[config.mk]
export PLATFORM = sky130hd
export DESIGN_NAME = alu_lane
export DESIGN_NICKNAME = d
export VERILOG_FILES = /design/src/alu_pkg.sv /design/src/add_unit.sv /design/src/alu_lane.sv /design/src/operand_bypass.sv /design/src/result_merge.sv /design/src/shift_unit.sv
export SDC_FILE = /design/constraint.sdc
export NUM_CORES = 1
export LEC_CHECK = 0
export ABC_AREA = 0
export BUFFER_PORTS_ARGS = -buffer_cell sky130_fd_sc_hd__buf_2
export CORE_ASPECT_RATIO = 1.1
export CORE_UTILIZATION = 40
export DETAILED_ROUTE_END_ITERATION = 6
export GPL_TIMING_DRIVEN = 0
export PLACE_DENSITY = 0.68
export SLEW_MARGIN = 10
export SYNTH_ARGS = -nofsm -noshare
export SYNTH_HDL_FRONTEND = slang
export SYNTH_SLANG_ARGS = --single-unit
[constraint.sdc]
create_clock -name clk -period 15.6 [get_ports clk]
set_input_delay 0.78 -clock clk [delete_from_list [all_inputs] [get_ports clk]]
set_output_delay 0.78 -clock clk [all_outputs]
set_load 0.05 [all_outputs]
[src/alu_pkg.sv]
// Shared constants for the integer ALU lane.
// Operation codes, flag bit positions and select encodings used by
// the bypass muxes, the execution units and the testbench.

package alu_pkg;

  // Operation code.
  localparam int OP_W = 8;

  localparam logic [OP_W-1:0] OP_ADD = 8'h10;
  localparam logic [OP_W-1:0] OP_SUB = 8'h11;
  localparam logic [OP_W-1:0] OP_CMP = 8'h12; // Subtract, no writeback.
  localparam logic [OP_W-1:0] OP_SHL = 8'h20;
  localparam logic [OP_W-1:0] OP_SHR = 8'h21;
  localparam logic [OP_W-1:0] OP_SAR = 8'h22; // Sign fill.

  // Flag word layout.
  localparam int FLAG_W = 4;

  localparam int FLAG_Z = 0; // Zero.
  localparam int FLAG_S = 1; // Sign.
  localparam int FLAG_C = 2; // Carry, no-borrow for subtract.
  localparam int FLAG_V = 3; // Signed overflow.

  // Operand source select.
  localparam int SEL_W = 2;

  localparam logic [SEL_W-1:0] SEL_REG      = 2'd0;
  localparam logic [SEL_W-1:0] SEL_BUS      = 2'd1;
  localparam logic [SEL_W-1:0] SEL_BUS_PREV = 2'd2;

endpackage

[src/add_unit.sv]
// Adder unit of the lane: add, subtract and compare.
// Takes the resolved operands, claims its own op codes and registers
// result, flags, write enable and valid one cycle later.
// Subtract and compare use A + ~B + 1.

`timescale 1ns/1ps

module add_unit import alu_pkg::*; #(
  parameter int DATA_W = 64
) (
  input  logic              clk,
  input  logic              arst_n,
  input  logic              in_valid,
  input  logic [OP_W-1:0]   op,
  input  logic [DATA_W-1:0] a,
  input  logic [DATA_W-1:0] b,
  output logic              valid,
  output logic [DATA_W-1:0] data,
  output logic [FLAG_W-1:0] flags,
  output logic              wr_en
);

  logic              is_sub;
  logic              is_cmp;
  logic              claim;
  logic [DATA_W-1:0] b_eff;
  logic [DATA_W:0]   sum;
  logic [FLAG_W-1:0] flags_nxt;

  assign is_cmp = (op == OP_CMP);
  assign is_sub = (op == OP_SUB) || is_cmp;
  assign claim  = in_valid && ((op == OP_ADD) || is_sub);

  assign b_eff = is_sub ? ~b : b;
  assign sum   = {1'b0, a} + {1'b0, b_eff} + {{DATA_W{1'b0}}, is_sub};

  always_comb begin
    flags_nxt         = '0;
    flags_nxt[FLAG_Z] = (sum[DATA_W-1:0] == '0);
    flags_nxt[FLAG_S] = sum[DATA_W-1];
    flags_nxt[FLAG_C] = sum[DATA_W]; // No borrow when subtracting.
    flags_nxt[FLAG_V] = (a[DATA_W-1] == b_eff[DATA_W-1]) &&
                        (sum[DATA_W-1] != a[DATA_W-1]);
  end

  always_ff @(posedge clk or negedge arst_n) begin
    if (!arst_n) begin
      valid <= 1'b0;
      wr_en <= 1'b0;
      data  <= '0;
      flags <= '0;
    end else begin
      valid <= claim;
      wr_en <= claim && !is_cmp; // Compare only sets flags.
      if (claim) begin
        data  <= sum[DATA_W-1:0];
        flags <= flags_nxt;
      end
    end
  end

  a_op_known: assert property (
    @(posedge clk) disable iff (!arst_n)
    in_valid |-> !$isunknown(op)
  ) else $error("add_unit: unknown op with in_valid");

endmodule

[src/alu_lane.sv]
// Top level of one integer ALU lane.
// Two operand bypasses feed the adder and shifter side by side; the
// merge stage registers the finished result. Latency is two cycles,
// one operation accepted per cycle.

`timescale 1ns/1ps

module alu_lane #(
  parameter int DATA_W = 64
) (
  input  logic                      clk,
  input  logic                      arst_n,
  input  logic                      in_valid,
  input  logic [alu_pkg::OP_W-1:0]  op,
  input  logic [DATA_W-1:0]         a_reg,
  input  logic [DATA_W-1:0]         b_reg,
  input  logic [alu_pkg::SEL_W-1:0] a_sel,
  input  logic [alu_pkg::SEL_W-1:0] b_sel,
  input  logic [DATA_W-1:0]         res_bus,
  output logic                      out_valid,
  output logic [DATA_W-1:0]         out_data,
  output logic [alu_pkg::FLAG_W-1:0] out_flags,
  output logic                      out_wr_en
);

  logic [DATA_W-1:0]          a_op;
  logic [DATA_W-1:0]          b_op;
  logic                       add_valid;
  logic [DATA_W-1:0]          add_data;
  logic [alu_pkg::FLAG_W-1:0] add_flags;
  logic                       add_wr_en;
  logic                       sh_valid;
  logic [DATA_W-1:0]          sh_data;
  logic [alu_pkg::FLAG_W-1:0] sh_flags;
  logic                       sh_wr_en;

  operand_bypass #(.DATA_W(DATA_W)) a_bypass (
    .clk(clk), .arst_n(arst_n), .reg_val(a_reg), .res_bus(res_bus),
    .sel(a_sel), .operand(a_op)
  );

  operand_bypass #(.DATA_W(DATA_W)) b_bypass (
    .clk(clk), .arst_n(arst_n), .reg_val(b_reg), .res_bus(res_bus),
    .sel(b_sel), .operand(b_op)
  );

  add_unit #(.DATA_W(DATA_W)) add_unit (
    .clk(clk), .arst_n(arst_n), .in_valid(in_valid), .op(op), .a(a_op), .b(b_op),
    .valid(add_valid), .data(add_data), .flags(add_flags), .wr_en(add_wr_en)
  );

  shift_unit #(.DATA_W(DATA_W)) shift_unit (
    .clk(clk), .arst_n(arst_n), .in_valid(in_valid), .op(op), .a(a_op), .b(b_op),
    .valid(sh_valid), .data(sh_data), .flags(sh_flags), .wr_en(sh_wr_en)
  );

  result_merge #(.DATA_W(DATA_W)) result_merge (
    .clk(clk), .arst_n(arst_n),
    .add_valid(add_valid), .add_data(add_data), .add_flags(add_flags),
    .add_wr_en(add_wr_en),
    .sh_valid(sh_valid), .sh_data(sh_data), .sh_flags(sh_flags), .sh_wr_en(sh_wr_en),
    .out_valid(out_valid), .out_data(out_data), .out_flags(out_flags),
    .out_wr_en(out_wr_en)
  );

endmodule

[src/operand_bypass.sv]
// Source operand select for one ALU input.
// Picks the register file value, the live result bus or the result
// bus as it was one cycle earlier. One instance per operand.

`timescale 1ns/1ps

module operand_bypass import alu_pkg::*; #(
  parameter int DATA_W = 64
) (
  input  logic              clk,
  input  logic              arst_n,
  input  logic [DATA_W-1:0] reg_val,
  input  logic [DATA_W-1:0] res_bus,
  input  logic [SEL_W-1:0]  sel,
  output logic [DATA_W-1:0] operand
);

  logic [DATA_W-1:0] bus_prev;

  always_ff @(posedge clk or negedge arst_n) begin
    if (!arst_n) begin
      bus_prev <= '0;
    end else begin
      bus_prev <= res_bus; // One cycle behind the bus.
    end
  end

  always_comb begin
    case (sel)
      SEL_BUS:      operand = res_bus;
      SEL_BUS_PREV: operand = bus_prev;
      default:      operand = reg_val;
    endcase
  end

  // The scheduler never issues select 3; the lane's valid is not
  // visible here, so the check runs on every cycle.
  a_sel_legal: assert property (
    @(posedge clk) disable iff (!arst_n)
    sel != 2'd3
  ) else $error("operand_bypass: illegal source select %0d", sel);

endmodule

[src/result_merge.sv]
// Output stage of the lane.
// Registers the bundle of whichever unit finished this cycle; idle
// cycles drop valid and write enable and keep the last data.

`timescale 1ns/1ps

module result_merge import alu_pkg::*; #(
  parameter int DATA_W = 64
) (
  input  logic              clk,
  input  logic              arst_n,
  input  logic              add_valid,
  input  logic [DATA_W-1:0] add_data,
  input  logic [FLAG_W-1:0] add_flags,
  input  logic              add_wr_en,
  input  logic              sh_valid,
  input  logic [DATA_W-1:0] sh_data,
  input  logic [FLAG_W-1:0] sh_flags,
  input  logic              sh_wr_en,
  output logic              out_valid,
  output logic [DATA_W-1:0] out_data,
  output logic [FLAG_W-1:0] out_flags,
  output logic              out_wr_en
);

  always_ff @(posedge clk or negedge arst_n) begin
    if (!arst_n) begin
      out_valid <= 1'b0;
      out_wr_en <= 1'b0;
      out_data  <= '0;
      out_flags <= '0;
    end else if (add_valid) begin
      out_valid <= 1'b1;
      out_wr_en <= add_wr_en;
      out_data  <= add_data;
      out_flags <= add_flags;
    end else if (sh_valid) begin
      out_valid <= 1'b1;
      out_wr_en <= sh_wr_en;
      out_data  <= sh_data;
      out_flags <= sh_flags;
    end else begin
      out_valid <= 1'b0;
      out_wr_en <= 1'b0; // Data held.
    end
  end

  // Op decode in the two units must be disjoint.
  a_one_unit: assert property (
    @(posedge clk) disable iff (!arst_n)
    !(add_valid && sh_valid)
  ) else $error("result_merge: adder and shifter valid together");

endmodule

[src/shift_unit.sv]
// Shifter unit of the lane: logical left, logical right, arithmetic right.
// The amount is the low log2(DATA_W) bits of b. Operands are widened
// by one bit so the last bit shifted out falls into the carry position.

`timescale 1ns/1ps

module shift_unit import alu_pkg::*; #(
  parameter int DATA_W = 64
) (
  input  logic              clk,
  input  logic              arst_n,
  input  logic              in_valid,
  input  logic [OP_W-1:0]   op,
  input  logic [DATA_W-1:0] a,
  input  logic [DATA_W-1:0] b,
  output logic              valid,
  output logic [DATA_W-1:0] data,
  output logic [FLAG_W-1:0] flags,
  output logic              wr_en
);

  localparam int SH_W = $clog2(DATA_W);

  logic [SH_W-1:0]   amt;
  logic              claim;
  logic [DATA_W:0]   shl_ext;
  logic [DATA_W:0]   shr_ext;
  logic [DATA_W:0]   sar_ext;
  logic [DATA_W-1:0] res;
  logic              carry;
  logic [FLAG_W-1:0] flags_nxt;

  assign amt   = b[SH_W-1:0];
  assign claim = in_valid && ((op == OP_SHL) || (op == OP_SHR) || (op == OP_SAR));

  assign shl_ext = {1'b0, a} << amt;          // Carry lands in the top bit.
  assign shr_ext = {a, 1'b0} >> amt;          // Carry lands in bit 0.
  assign sar_ext = $signed({a, 1'b0}) >>> amt;

  always_comb begin
    case (op)
      OP_SHL:  {carry, res} = shl_ext;
      OP_SAR:  {res, carry} = sar_ext;
      default: {res, carry} = shr_ext;
    endcase
    flags_nxt         = '0;
    flags_nxt[FLAG_Z] = (res == '0);
    flags_nxt[FLAG_S] = res[DATA_W-1];
    flags_nxt[FLAG_C] = carry; // Zero for a zero amount.
  end

  always_ff @(posedge clk or negedge arst_n) begin
    if (!arst_n) begin
      valid <= 1'b0;
      wr_en <= 1'b0;
      data  <= '0;
      flags <= '0;
    end else begin
      valid <= claim;
      wr_en <= claim;
      if (claim) begin
        data  <= res;
        flags <= flags_nxt;
      end
    end
  end

endmodule

Yosys cells after proc, flatten, opt, wreduce, memory -nomap -nowiden
Cells that the tools add are included.
- add/subtract/negate cells: 2
- equal/unequal tests: 12
- shifts and indexed selects: 3
- muxes and demuxes: 12
- bitwise gates (word level): 1
- reduce and logical (&&, ||, !) cells: 12
- operators with widths (cell ; number):
    $pmux 64 s2 ; 3
    $mux 64 ; 3
    $logic_not 64->1 ; 2
    $add 64x64->65 ; 1
    $add 65x1->65 ; 1
    $shl 64x6->65 ; 1
    $shr 65x6->65 ; 1
    $sshr 65x6->65 ; 1
    $not 64->64 ; 1
    $eq 8x5->1 const B ; 3
    $eq 8x6->1 const B ; 3
    $mux 4 ; 2
    $eq 2x1->1 const B ; 2
    $eq 2x2->1 const B ; 2
    $logic_and 1x1->1 ; 4
    $logic_or 1x1->1 ; 4
    $mux 1 ; 3
    $pmux 1 s2 ; 1
    $reduce_bool 2->1 ; 1
    $eq 1x1->1 ; 1
    $logic_not 1->1 ; 1
    $ne 1x1->1 ; 1
- flip-flop bits (word level): 272
- input bits: 207
- output and inout bits: 70
- logic and storage cells: 54

Logic depth before layout (Yosys ltp)
Gate-level depths: netlist (run 1).
- depth in word-level cells: 8
- depth in mapped cells: 25
- gate-level depth less buffers: 19

Modules after synthesis
A second synthesis (run 1) with hierarchy kept.
- cell total of the unflattened synthesis: 3367
- area, all modules: 29504.5 um^2
- modules (own cells, without submodules) (module ; instances ; cells each ; area an instance (um^2) ; sequential area each (um^2)):
    shift_unit ; 1 ; 1522 ; 12649.6 ; 1676.6
    add_unit ; 1 ; 968 ; 7659.8 ; 1726.7
    operand_bypass ; 2 ; 288 ; 2976.6 ; 1601.5
    result_merge ; 1 ; 301 ; 3241.9 ; 1751.7

Least setup slack after synthesis (run 1)
No wires, ideal clock.
- kind: input to register
- start: in b_sel[0] (netlist bit)
- end: reg add_unit.data[62]
- setup time: 0.125 ns
- data arrival time: 6.013 ns
- required time: 15.475 ns
- path slack: 9.463 ns
- stages on the path: 24
- path buffers: 7
- cell sequence: inv_1 -> ha_1 -> buf_2 -> buf_6 -> a221o_1 -> and2_1 -> clkbuf_1 -> buf_2 -> buf_1 -> clkbuf_1 -> clkbuf_1 -> xnor2_1 -> ha_1 -> a21o_1 -> a221o_1 -> a21oi_1 -> o21ai_0 -> a2111oi_0 -> a21oi_1 -> a311o_1 -> a21o_1 -> a21o_1 -> xor2_1 -> mux2_2
- word-level cells in the longest chain between the ends: 6
- elaborated cells between the ends (all ways): 7
- classes of those cells: add/sub: 2; eq/ne: 2; mux: 2; bitwise: 1
- ends and longest elaborated chain (what ; line ; source):
    from (decl) ; alu_lane.sv:18 ; input logic [alu_pkg::SEL_W-1:0] b_sel,
    $eq 2x2->1 / $eq 2x1->1 (equally long branches) ; operand_bypass.sv:29 ; case (sel)
    $pmux 64 s2 * ; operand_bypass.sv:29 ;
    $not 64->64 ; add_unit.sv:34 ; assign b_eff = is_sub ? ~b : b;
    $mux 64 * ; add_unit.sv:34 ;
    $add 64x64->65 * ; add_unit.sv:35 ; assign sum = {1'b0, a} + {1'b0, b_eff} + {{DATA_W{1'b0}}, is_sub};
    $add 65x1->65 * ; add_unit.sv:35 ;
    to (signal assigned) ; add_unit.sv:56 ; data <= sum[DATA_W-1:0];
    to (decl) ; add_unit.sv:18 ; output logic [DATA_W-1:0] data,
Mark *: on every way between the ends. The rest lies on a longest branch, timed or not.
A chain may end at the register's enable or synchronous reset.

Worst setup path in the final report (run 1)
- start: in b_sel[0] (netlist bit)
- end: reg add_unit.flags[0]
- word-level cells in the longest chain between the ends: 7
- elaborated cells between the ends (all ways): 8
- classes of those cells: add/sub: 2; eq/ne: 2; mux: 2; bitwise: 1; reduce/logical: 1
- ends and longest elaborated chain (what ; line ; source):
    $eq 2x2->1 / $eq 2x1->1 (equally long branches) ; operand_bypass.sv:29 ;
    $pmux 64 s2 * ; operand_bypass.sv:29 ;
    $not 64->64 ; add_unit.sv:34 ;
    $mux 64 * ; add_unit.sv:34 ;
    $add 64x64->65 * ; add_unit.sv:35 ;
    $add 65x1->65 * ; add_unit.sv:35 ;
    $logic_not 64->1 * ; add_unit.sv:39 ; flags_nxt[FLAG_Z] = (sum[DATA_W-1:0] == '0);
    to (signal assigned) ; add_unit.sv:57 ; flags <= flags_nxt;
    to (decl) ; add_unit.sv:19 ; output logic [FLAG_W-1:0] flags,
Marked as above.

==> impl_summary.md, run 1 <==
Worst setup path
STA classifies the critical path startpoint as an input pin. The launch point of the worst reg-to-reg path is b_bypass.bus_prev[4]. On the critical path, the stage with the largest delay is an instance of clkbuf_1. In this run the critical register-to-register path is captured at add_unit.flags[0]. The critical path start-end classification is in -> reg. Along the worst path, the maximum fanout reaches 10. The worst setup path is captured at a flip-flop. The critical path data arrival time is 9.33 ns. The flop-to-flop setup slack is around 7.4 ns. The critical path data required time is 16.13 ns. Following the worst setup path forward leads to its endpoint at add_unit.flags[0]. The critical path starts at b_sel[0]. The largest single stage delay on the critical path is 1.04 ns. Measured in cells, the most critical reg-to-reg path has a length of 21.

STA
The slew at the pin closest to its max-slew limit is roughly 1.6 ns. The max-slew violation total from the final report is 3. The final clock period utilization by the worst path is 56.44%. The relative slew slack is -4.176%.

For the final database, setup skew stands at 0.05082 ns. Across all setup checks in the final design, the least slack found is 6.795 ns. The time the final worst path needs with I/O delays and setup is about 8.8 ns. The top achievable clock speed is 0.1136 GHz. The final sum of negative setup slack is 0 ns. Setup violations remaining at the end of the flow were counted as 0.

Setup repair after global routing left no endpoint under its margin. The final count of hold timing violations is 0.

Routing
The post-detailed-route via-to-cell ratio is 7.488. The post-route antenna net violation count is 0. The mean routed wirelength per cell is 42.23 um.

In the routed design, unresolved DRC markers number 0. The final routed wirelength across all metal layers is 199.9 mm. The total iterations of the first detailed-routing run is 7.

The detailed router finished its first iteration with ~6k violations. The via total after detailed routing is around 35k.

CTS
The depth of the CTS H-tree is 1. The tree built by TritonCTS fans out to 269 sinks. The buffer levels on the longest clock path is 3. The clock root buffer is clkbuf_16. The number of setup buffers added after CTS is 0. After clock tree synthesis, the flow added hold-fix buffers numbering 0. The number of CTS-inserted buffers is 29. The clock latency of the later-clocked register in the worst-skew pair is 0.63 ns.

Gates resized during post-CTS repair numbered 0. The clock tree from TritonCTS is yes. The clock transition time at the flip-flop clock pins of the worst setup and hold paths is 0.06 ns.

Yosys
After synthesis, the largest area contributor takes up 24.88% of total cell area. Ranked by total cell area, the synthesized netlist is headed by dfrtp_1 (25%), mux2i_1 (6.3%), nand2_1 (5.9%). The total of warnings raised by yosys is 0. Synthesis inferred 269 register bits. The share of synthesized flip-flops with an asynchronous set or reset is 100.0%. Of all cell types, the one taking the most synthesized area is dfrtp_1. Summing the sequential cell areas from Yosys gives 24.88% of the chip area.

The most instantiated library cell after synthesis is nand2_1. Each instance of the synthesized netlist takes up on average approximately 7.7 um^2. In the synthesized netlist, the cells that appear most often are nand2_1 (422), o21ai_0 (281), a21oi_1 (269), dfrtp_1 (269), nor2_1 (249). The distinct cell type count of the synthesized netlist is 102. Yosys mapped a number of flops with a built-in enable equal to 0. The most frequently used flop master after synthesis is dfrtp_1. Counting every instance in the synthesized netlist gives 3532. The cell area that synthesis handed to floorplanning was 27060 um^2. The net count after synthesis is 3807.

Die
The horizontal die dimension is 250.0 um. The floorplan step set the die height to 274.8 um. During I/O placement, the number of pins put on the boundary was 277. The area of the core region is 66640 um^2. The effective utilization at floorplan is 40.61%. The die covers about 69000 um^2. In this run the core area contains 99 standard-cell rows.

Global routing
The total global routing track utilization is a little under three fifths. The first global-routing pass estimated ~270 mm of wire. Entering global routing, the biggest net connects 99 pins. The initial antenna violation count is 25. The via count of the first global-routing pass is 32.89k. The total overflow left after global routing is 0.

Run
The tool flagged a number of max-cap violations equal to 1.

Cells and area
The number of nets in the layout is between 4k and 5k. The area used by sequential logic in the layout is 6731 um^2. The share of final-layout standard cells stronger than drive strength 1 is 15.95%. Compared with the post-synthesis result, the final layout area differs by 13.74%. The area of all placed cells without fillers is 30780 um^2. The final-layout fill cell count is 6631. The combined area of the multi-input logic cells is around 19000 um^2.

Pwr
Dividing total power by cell area gives a power density of about 130 nW/um^2. The static leakage is 12.97 nW. The worst-case IR drop observed on VDD is between 100 and 150 uV.

Min path
The tightest min-delay check is of the in -> async type.

Placed design
Detailed placement ended at an HPWL of between 150 and 200 mm. The congestion estimate from routability-driven global placement came to 1.240. In this run the cell area measured after placement is 29630 um^2. The count of port buffers added during placement is roughly 280.

At the placement stage, the worst setup path has a slack of 6.672 ns.

Outcome
The checks that failed: max-capacitance violations, max-slew violations. The flow ran to the end, but the final reports show violations.
[logic make-up after synthesis]
family	Yosys count	share of synthesized area, %
xor+xnor	109	3.528
compound gates	1267	31.44
mux	240	9.284
flops	269	24.88
buf+inv	340	5.988
simple gates	1239	21.71
fa+ha+maj	68	3.172
[worst min-delay path by stage]
stage	from	endpoint	slack (ns)	cells after the start
2_1_floorplan	shift_unit.data[35]	shift_unit.data[35]	0.45	2
3_3_place_gp	shift_unit.data[18]	shift_unit.data[18]	0.46	2
3_5_place_dp	add_unit.data[1]	add_unit.data[1]	0.47	2
4_1_cts	arst_n	shift_unit.data[26]	0.20	1
5_1_grt	arst_n	shift_unit.data[41]	0.24	1
6_report	arst_n	shift_unit.data[26]	0.18	1
[stage by stage]
step	utilization (%)	power [mW]	instances	hold WS, ns
2_1_floorplan	-	2.046	3532	0.4455
3_3_place_gp	44.28	3.018	4665	0.4621
3_5_place_dp	44.47	3.018	4670	0.4672
4_1_cts	46.10	3.813	4724	0.2025
5_1_grt	46.17	4.043	4731	0.2352
6_report	46.18	4.051	4734	0.1771
[routing by layer]
metal  wire length (um)  share of wire (%)  track usage, %
met2              78750                 39           80.27
met4              25320                 13           57.04
met3              27040                 14           21.83
met5                266               0.13          0.6122
met1              68560                 34           63.53
[registers in the layout, summed over array words and instances, names as in the netlist]
| signal | cells |
|---|---|
| b_bypass.bus_prev | 64 |
| add_unit.data | 63 |
| result_merge.out_data | 63 |
| shift_unit.data | 63 |
| add_unit.flags | 4 |
| result_merge.out_flags | 4 |
| shift_unit.flags | 3 |
| add_unit.valid | 1 |
| add_unit.wr_en | 1 |
| result_merge.out_valid | 1 |
| result_merge.out_wr_en | 1 |
| shift_unit.valid | 1 |
[cell type report]
type / count / area share (%)
Multi-Input combinational cell: 2923 / 60.97
Sequential cell: 269 / 21.87
Timing Repair Buffer: 282 / 4.817
Buffer: 303 / 4.813
Tap cell: 858 / 3.488
Clock buffer: 39 / 2.675
Clock inverter: 15 / 0.8496
Inverter: 37 / 0.4512
Antenna cell: 8 / 0.06504
[cells in the final DEF, fill, tap and decap left out, drive strengths merged, types with 9 or more instances in the layout]
cell type / instances
mux2i: 170
dfrtp: 269
a221o: 13
clkbuf: 185
nand4: 38
o31ai: 21
nand2b: 17
mux2: 68
and2: 12
xnor2: 92
a21o: 74
o21a: 14
buf: 439
o221ai: 19
ha: 67
nor2b: 69
a211oi: 175
a211o: 9
a32oi: 9
o21bai: 16
nand3: 46
or3: 26
or2: 22
a21oi: 270
a311oi: 9
a22oi: 80
a221oi: 85
a31oi: 35
nor3: 217
nor2: 255
o22ai: 35
and3: 14
o21ai: 288
nor4: 76
xor2: 17
inv: 40
nand2: 424
a2111oi: 10
o211ai: 38
[worst max-delay path: cells and delay by family]
kind | cells | cell delay, ns
compound gates | 9 | 2.88
fa+ha+maj | 2 | 0.67
xor+xnor | 2 | 0.42
buf+inv | 9 | 3.75
simple gates | 4 | 0.80
[report_power, final]
part / internal, mW / leakage (nW) / switching, mW
clock: 0.474 / 0.535 / 0.327
sequential: 0.777 / 3.55 / 0.0708
combinational: 0.612 / 8.89 / 1.79
No activity file was read; power rests on OpenSTA's default activity.
==> inputs of run 2 (changes only) <==
PLACE_DENSITY = 0.7   (was 0.68)
clock period = 7.7 ns   (was 15.6 ns; I/O delays follow)
==> run 2 against run 1 <==
The run ends with design-rule violations, max-capacitance violations, max-slew violations left. Hold slack gained 0.099 ns. Sequential share of layout area shrank 0.36 points. Clock skew shrank 0.015 ns. Final area grew 1.7%. Critical endpoint unchanged. Largest cell class unchanged. Die area is the same. Largest power group unchanged. Core utilization grew 0.76 points. Count of clock-buffer cells in the layout grew 3.
==> impl_summary.md, run 2 (synthesis results as in run 1) <==
Routing
The post-detailed-route via-to-cell ratio is 7.311 (-2.4%). The via total after detailed routing is 35.07k (-1.1%). The total iterations of the first detailed-routing run is 7 (unchanged). The post-route antenna net violation count is 0 (unchanged). The remaining design rule violation count is 13 (+13).

The mean routed wirelength per cell is 40.13 um (-5.0%). The initial DRC count is 5628 (-5.9%). The final routed wirelength across all metal layers came to 192.5 mm (-3.7%).

Global routing
The final global-route overflow total came to 0 (unchanged). The wire length of the first global-routing pass came to 262.2 mm (-2.9%). The via count of the first global-routing pass is 32.75k (-0.42%). The initial antenna violation count is 11 (-56%). The total global routing track utilization is 54.47% (-2.0 points).

The maximum number of pins on one net before global-route repair is 109 (+10%).

Worst setup path
The peak per-stage delay on the critical path was 0.77 ns (-0.27 ns). STA classifies the critical path endpoint as a flip-flop. The highest fanout seen on the critical path is 10 (unchanged). The critical path start-end classification is in -> reg. The critical path data arrival time is 7.87 ns (-1.46 ns). The critical path buffer and inverter count is 8 (-1). The cell that appears most often on the critical path is buf_2. The critical path data required time is 8.21 ns (-7.92 ns). The critical-path cell with the highest stage delay is a2111oi_0. The critical path's top delay family is buffers and inverters. The type of origin of the critical path is an input pin.

STA
The final worst setup slack is 0.3382 ns (-6.456 ns). Setup repair after global routing left no endpoint under its margin. The final count of hold timing violations is 0 (unchanged). The relative slew slack was -2.588% (+1.6 points).

The final-report setup violation count came to 0 (unchanged). The top achievable clock speed is 0.1358 GHz. The max-slew violation total from the final report is 2 (-1). Of the available clock period, the critical path in the final layout requires 95.61%. The largest clock skew in the final design was 0.03571 ns (-0.01511 ns). The time the final worst path needs with I/O delays and setup is 7.362 ns. The slew at the pin closest to its max-slew limit was 1.530 ns (-0.03304 ns).

Cells and area
The most frequent standard cell in the layout excluding fill and tap cells is nand2_1. The area added between synthesis and finish is 15.62%. The end-of-flow core utilization was 46.95% (+0.76 points). In the layout the commonest cells are nand2_1 (422), buf_2 (360), o21ai_0 (281). The number of nets in the layout came to 4180 (+1.5%). The final-layout fill cell count is 6698 (+1.0%). The share of final-layout standard cells stronger than drive strength 1 is 15.56% (-0.39 points). The number of non-filler instances in the completed layout is 4797 (+1.3%). The flip-flop count of the largest register after layout is 64 (unchanged).

More flip-flops sit in one register than any other, and that register is b_bypass.bus_prev.

CTS
The number of CTS-inserted buffers came to 29 (unchanged). The clock tree from TritonCTS is yes. The buffer levels on the longest clock path is 3 (unchanged).

The root buffer cell chosen for the clock tree is clkbuf_16. The buffer count from post-CTS setup fixing is 0 (unchanged). The count of clock tree sinks is 269 (unchanged). The clock latency of the later-clocked register in the worst-skew pair came to 0.62 ns (about the same). The depth of the CTS H-tree is 1 (unchanged). The clock transition time at the flip-flop clock pins of the worst setup and hold paths is 0.06 ns (about the same).

Pwr
The static leakage is 13.15 nW (+1.4%). The maximum ir drop on the vdd rail is 193.6 uV (+76%). The power per cell area is 252.5 nW/um^2 (+92%).

Placed design
The number of instances in the placed design is 4669 (-0.021%). The last weighted congestion value of the routability-driven placer came to 1.180 (-4.8%). The count of port buffers added during placement was 275 (unchanged). The worst slack at placement came to -0.9204 ns (-7.592 ns). The detailed placement HPWL is 154.2 mm (-2.5%).

Min path
The path class of the tightest hold or removal check is in -> reg.

Run
The max-capacitance violation count came to 2 (+1).

Die
The horizontal die dimension came to 250.0 um (unchanged). The vertical extent of the die is 274.8 um (unchanged). The number of ports placed on the die boundary is 277 (unchanged). The effective utilization at floorplan is 40.61% (unchanged).

The area of the core region is 66640 um^2 (unchanged). The floorplan die area came to 68700 um^2 (unchanged). The number of placement rows came to 99 (unchanged).

Outcome
The flow ran to the end, but the final reports show violations. The checks that failed: design-rule violations, max-capacitance violations, max-slew violations.
## run 2: cell count changes in the layout (fill, tap and decap cells not counted), moves of 2 or more
cell	change
buf_4	-3
dlygate4sd3_1	+65
diode_2	+4
clkbuf_2	+2
clkinvlp_4	+4
bufinv_16	-5
## run 2: report_power, final
| part | leakage [nW] | switching, mW | internal (mW) | total (mW) |
|---|---|---|---|---|
| clock | 0.457 | 0.640 | 0.793 | 1.43 |
| sequential | 3.55 | 0.132 | 1.57 | 1.71 |
| combinational | 9.15 | 3.51 | 1.25 | 4.76 |
## run 2: routing by layer
layer | global-route usage, % | up-vias | wire (um)
met2 | 77.37 | 3217 | 75850
met3 | 17.47 | 990 | 24340
met5 | 0.2721 | - | 30
met4 | 53.89 | 4 | 23350
met1 | 64.03 | 16760 | 68940
li1 | - | 14100 | -
## run 2: final cells by class
| cell class | instances | area (um^2) | share of cell area, % |
|---|---|---|---|
| plain buffers | 301 | 1476 | 4.719 |
| repair buffers | 344 | 2118 | 6.770 |
| diodes | 12 | 30.03 | 0.09598 |
| clock inverters | 11 | 123.9 | 0.3959 |
| well taps | 858 | 1074 | 3.431 |
| flip-flops and latches | 269 | 6731 | 21.51 |
| clock buffers | 42 | 834.6 | 2.667 |
| multi-input cells | 2923 | 18760 | 59.96 |
| inverters | 37 | 138.9 | 0.4439 |
## run 2: worst min-delay path, cell delays in order
cell	delay, ns
buf_2	0.13
nor3_1	0.14
a21oi_1	0.14
## run 2: path summary, 6_finish.rpt
kind                                 startpoint                     to  slack, ns  depth (start not counted)
setup / recovery                       b_sel[0]      add_unit.flags[0]       0.34                         25
hold / removal                            op[2]         add_unit.wr_en       0.28                          3
setup reg to reg           b_bypass.bus_prev[3]      add_unit.flags[0]       0.55                         20
hold reg to reg               add_unit.data[56]      add_unit.data[56]       0.48                          2
max in group asynchronous                arst_n  b_bypass.bus_prev[59]       5.85                          4
min in group asynchronous                arst_n    shift_unit.data[52]       0.41                          2
## run 2: timing repair
action,in CTS,in global routing
gates resized for setup,0,5
hold endpoints to repair,171,0
hold buffers,65,0
endpoints found under the setup margin,3,3
## run 2: metrics by stage
step / hold slack [ns] / cell area (um^2) / setup TNS (ns) / power [mW]
6_report: 0.2758 / 31290 / 0 / 7.902
3_5_place_dp: 0.4643 / 29630 / -4.614 / 6.035
2_1_floorplan: 0.08941 / 27060 / 0 / 4.146
4_1_cts: 0.2862 / 31230 / 0 / 7.481
5_1_grt: 0.3082 / 31270 / 0 / 7.943
3_3_place_gp: 0.4613 / 29510 / -8.001 / 6.044
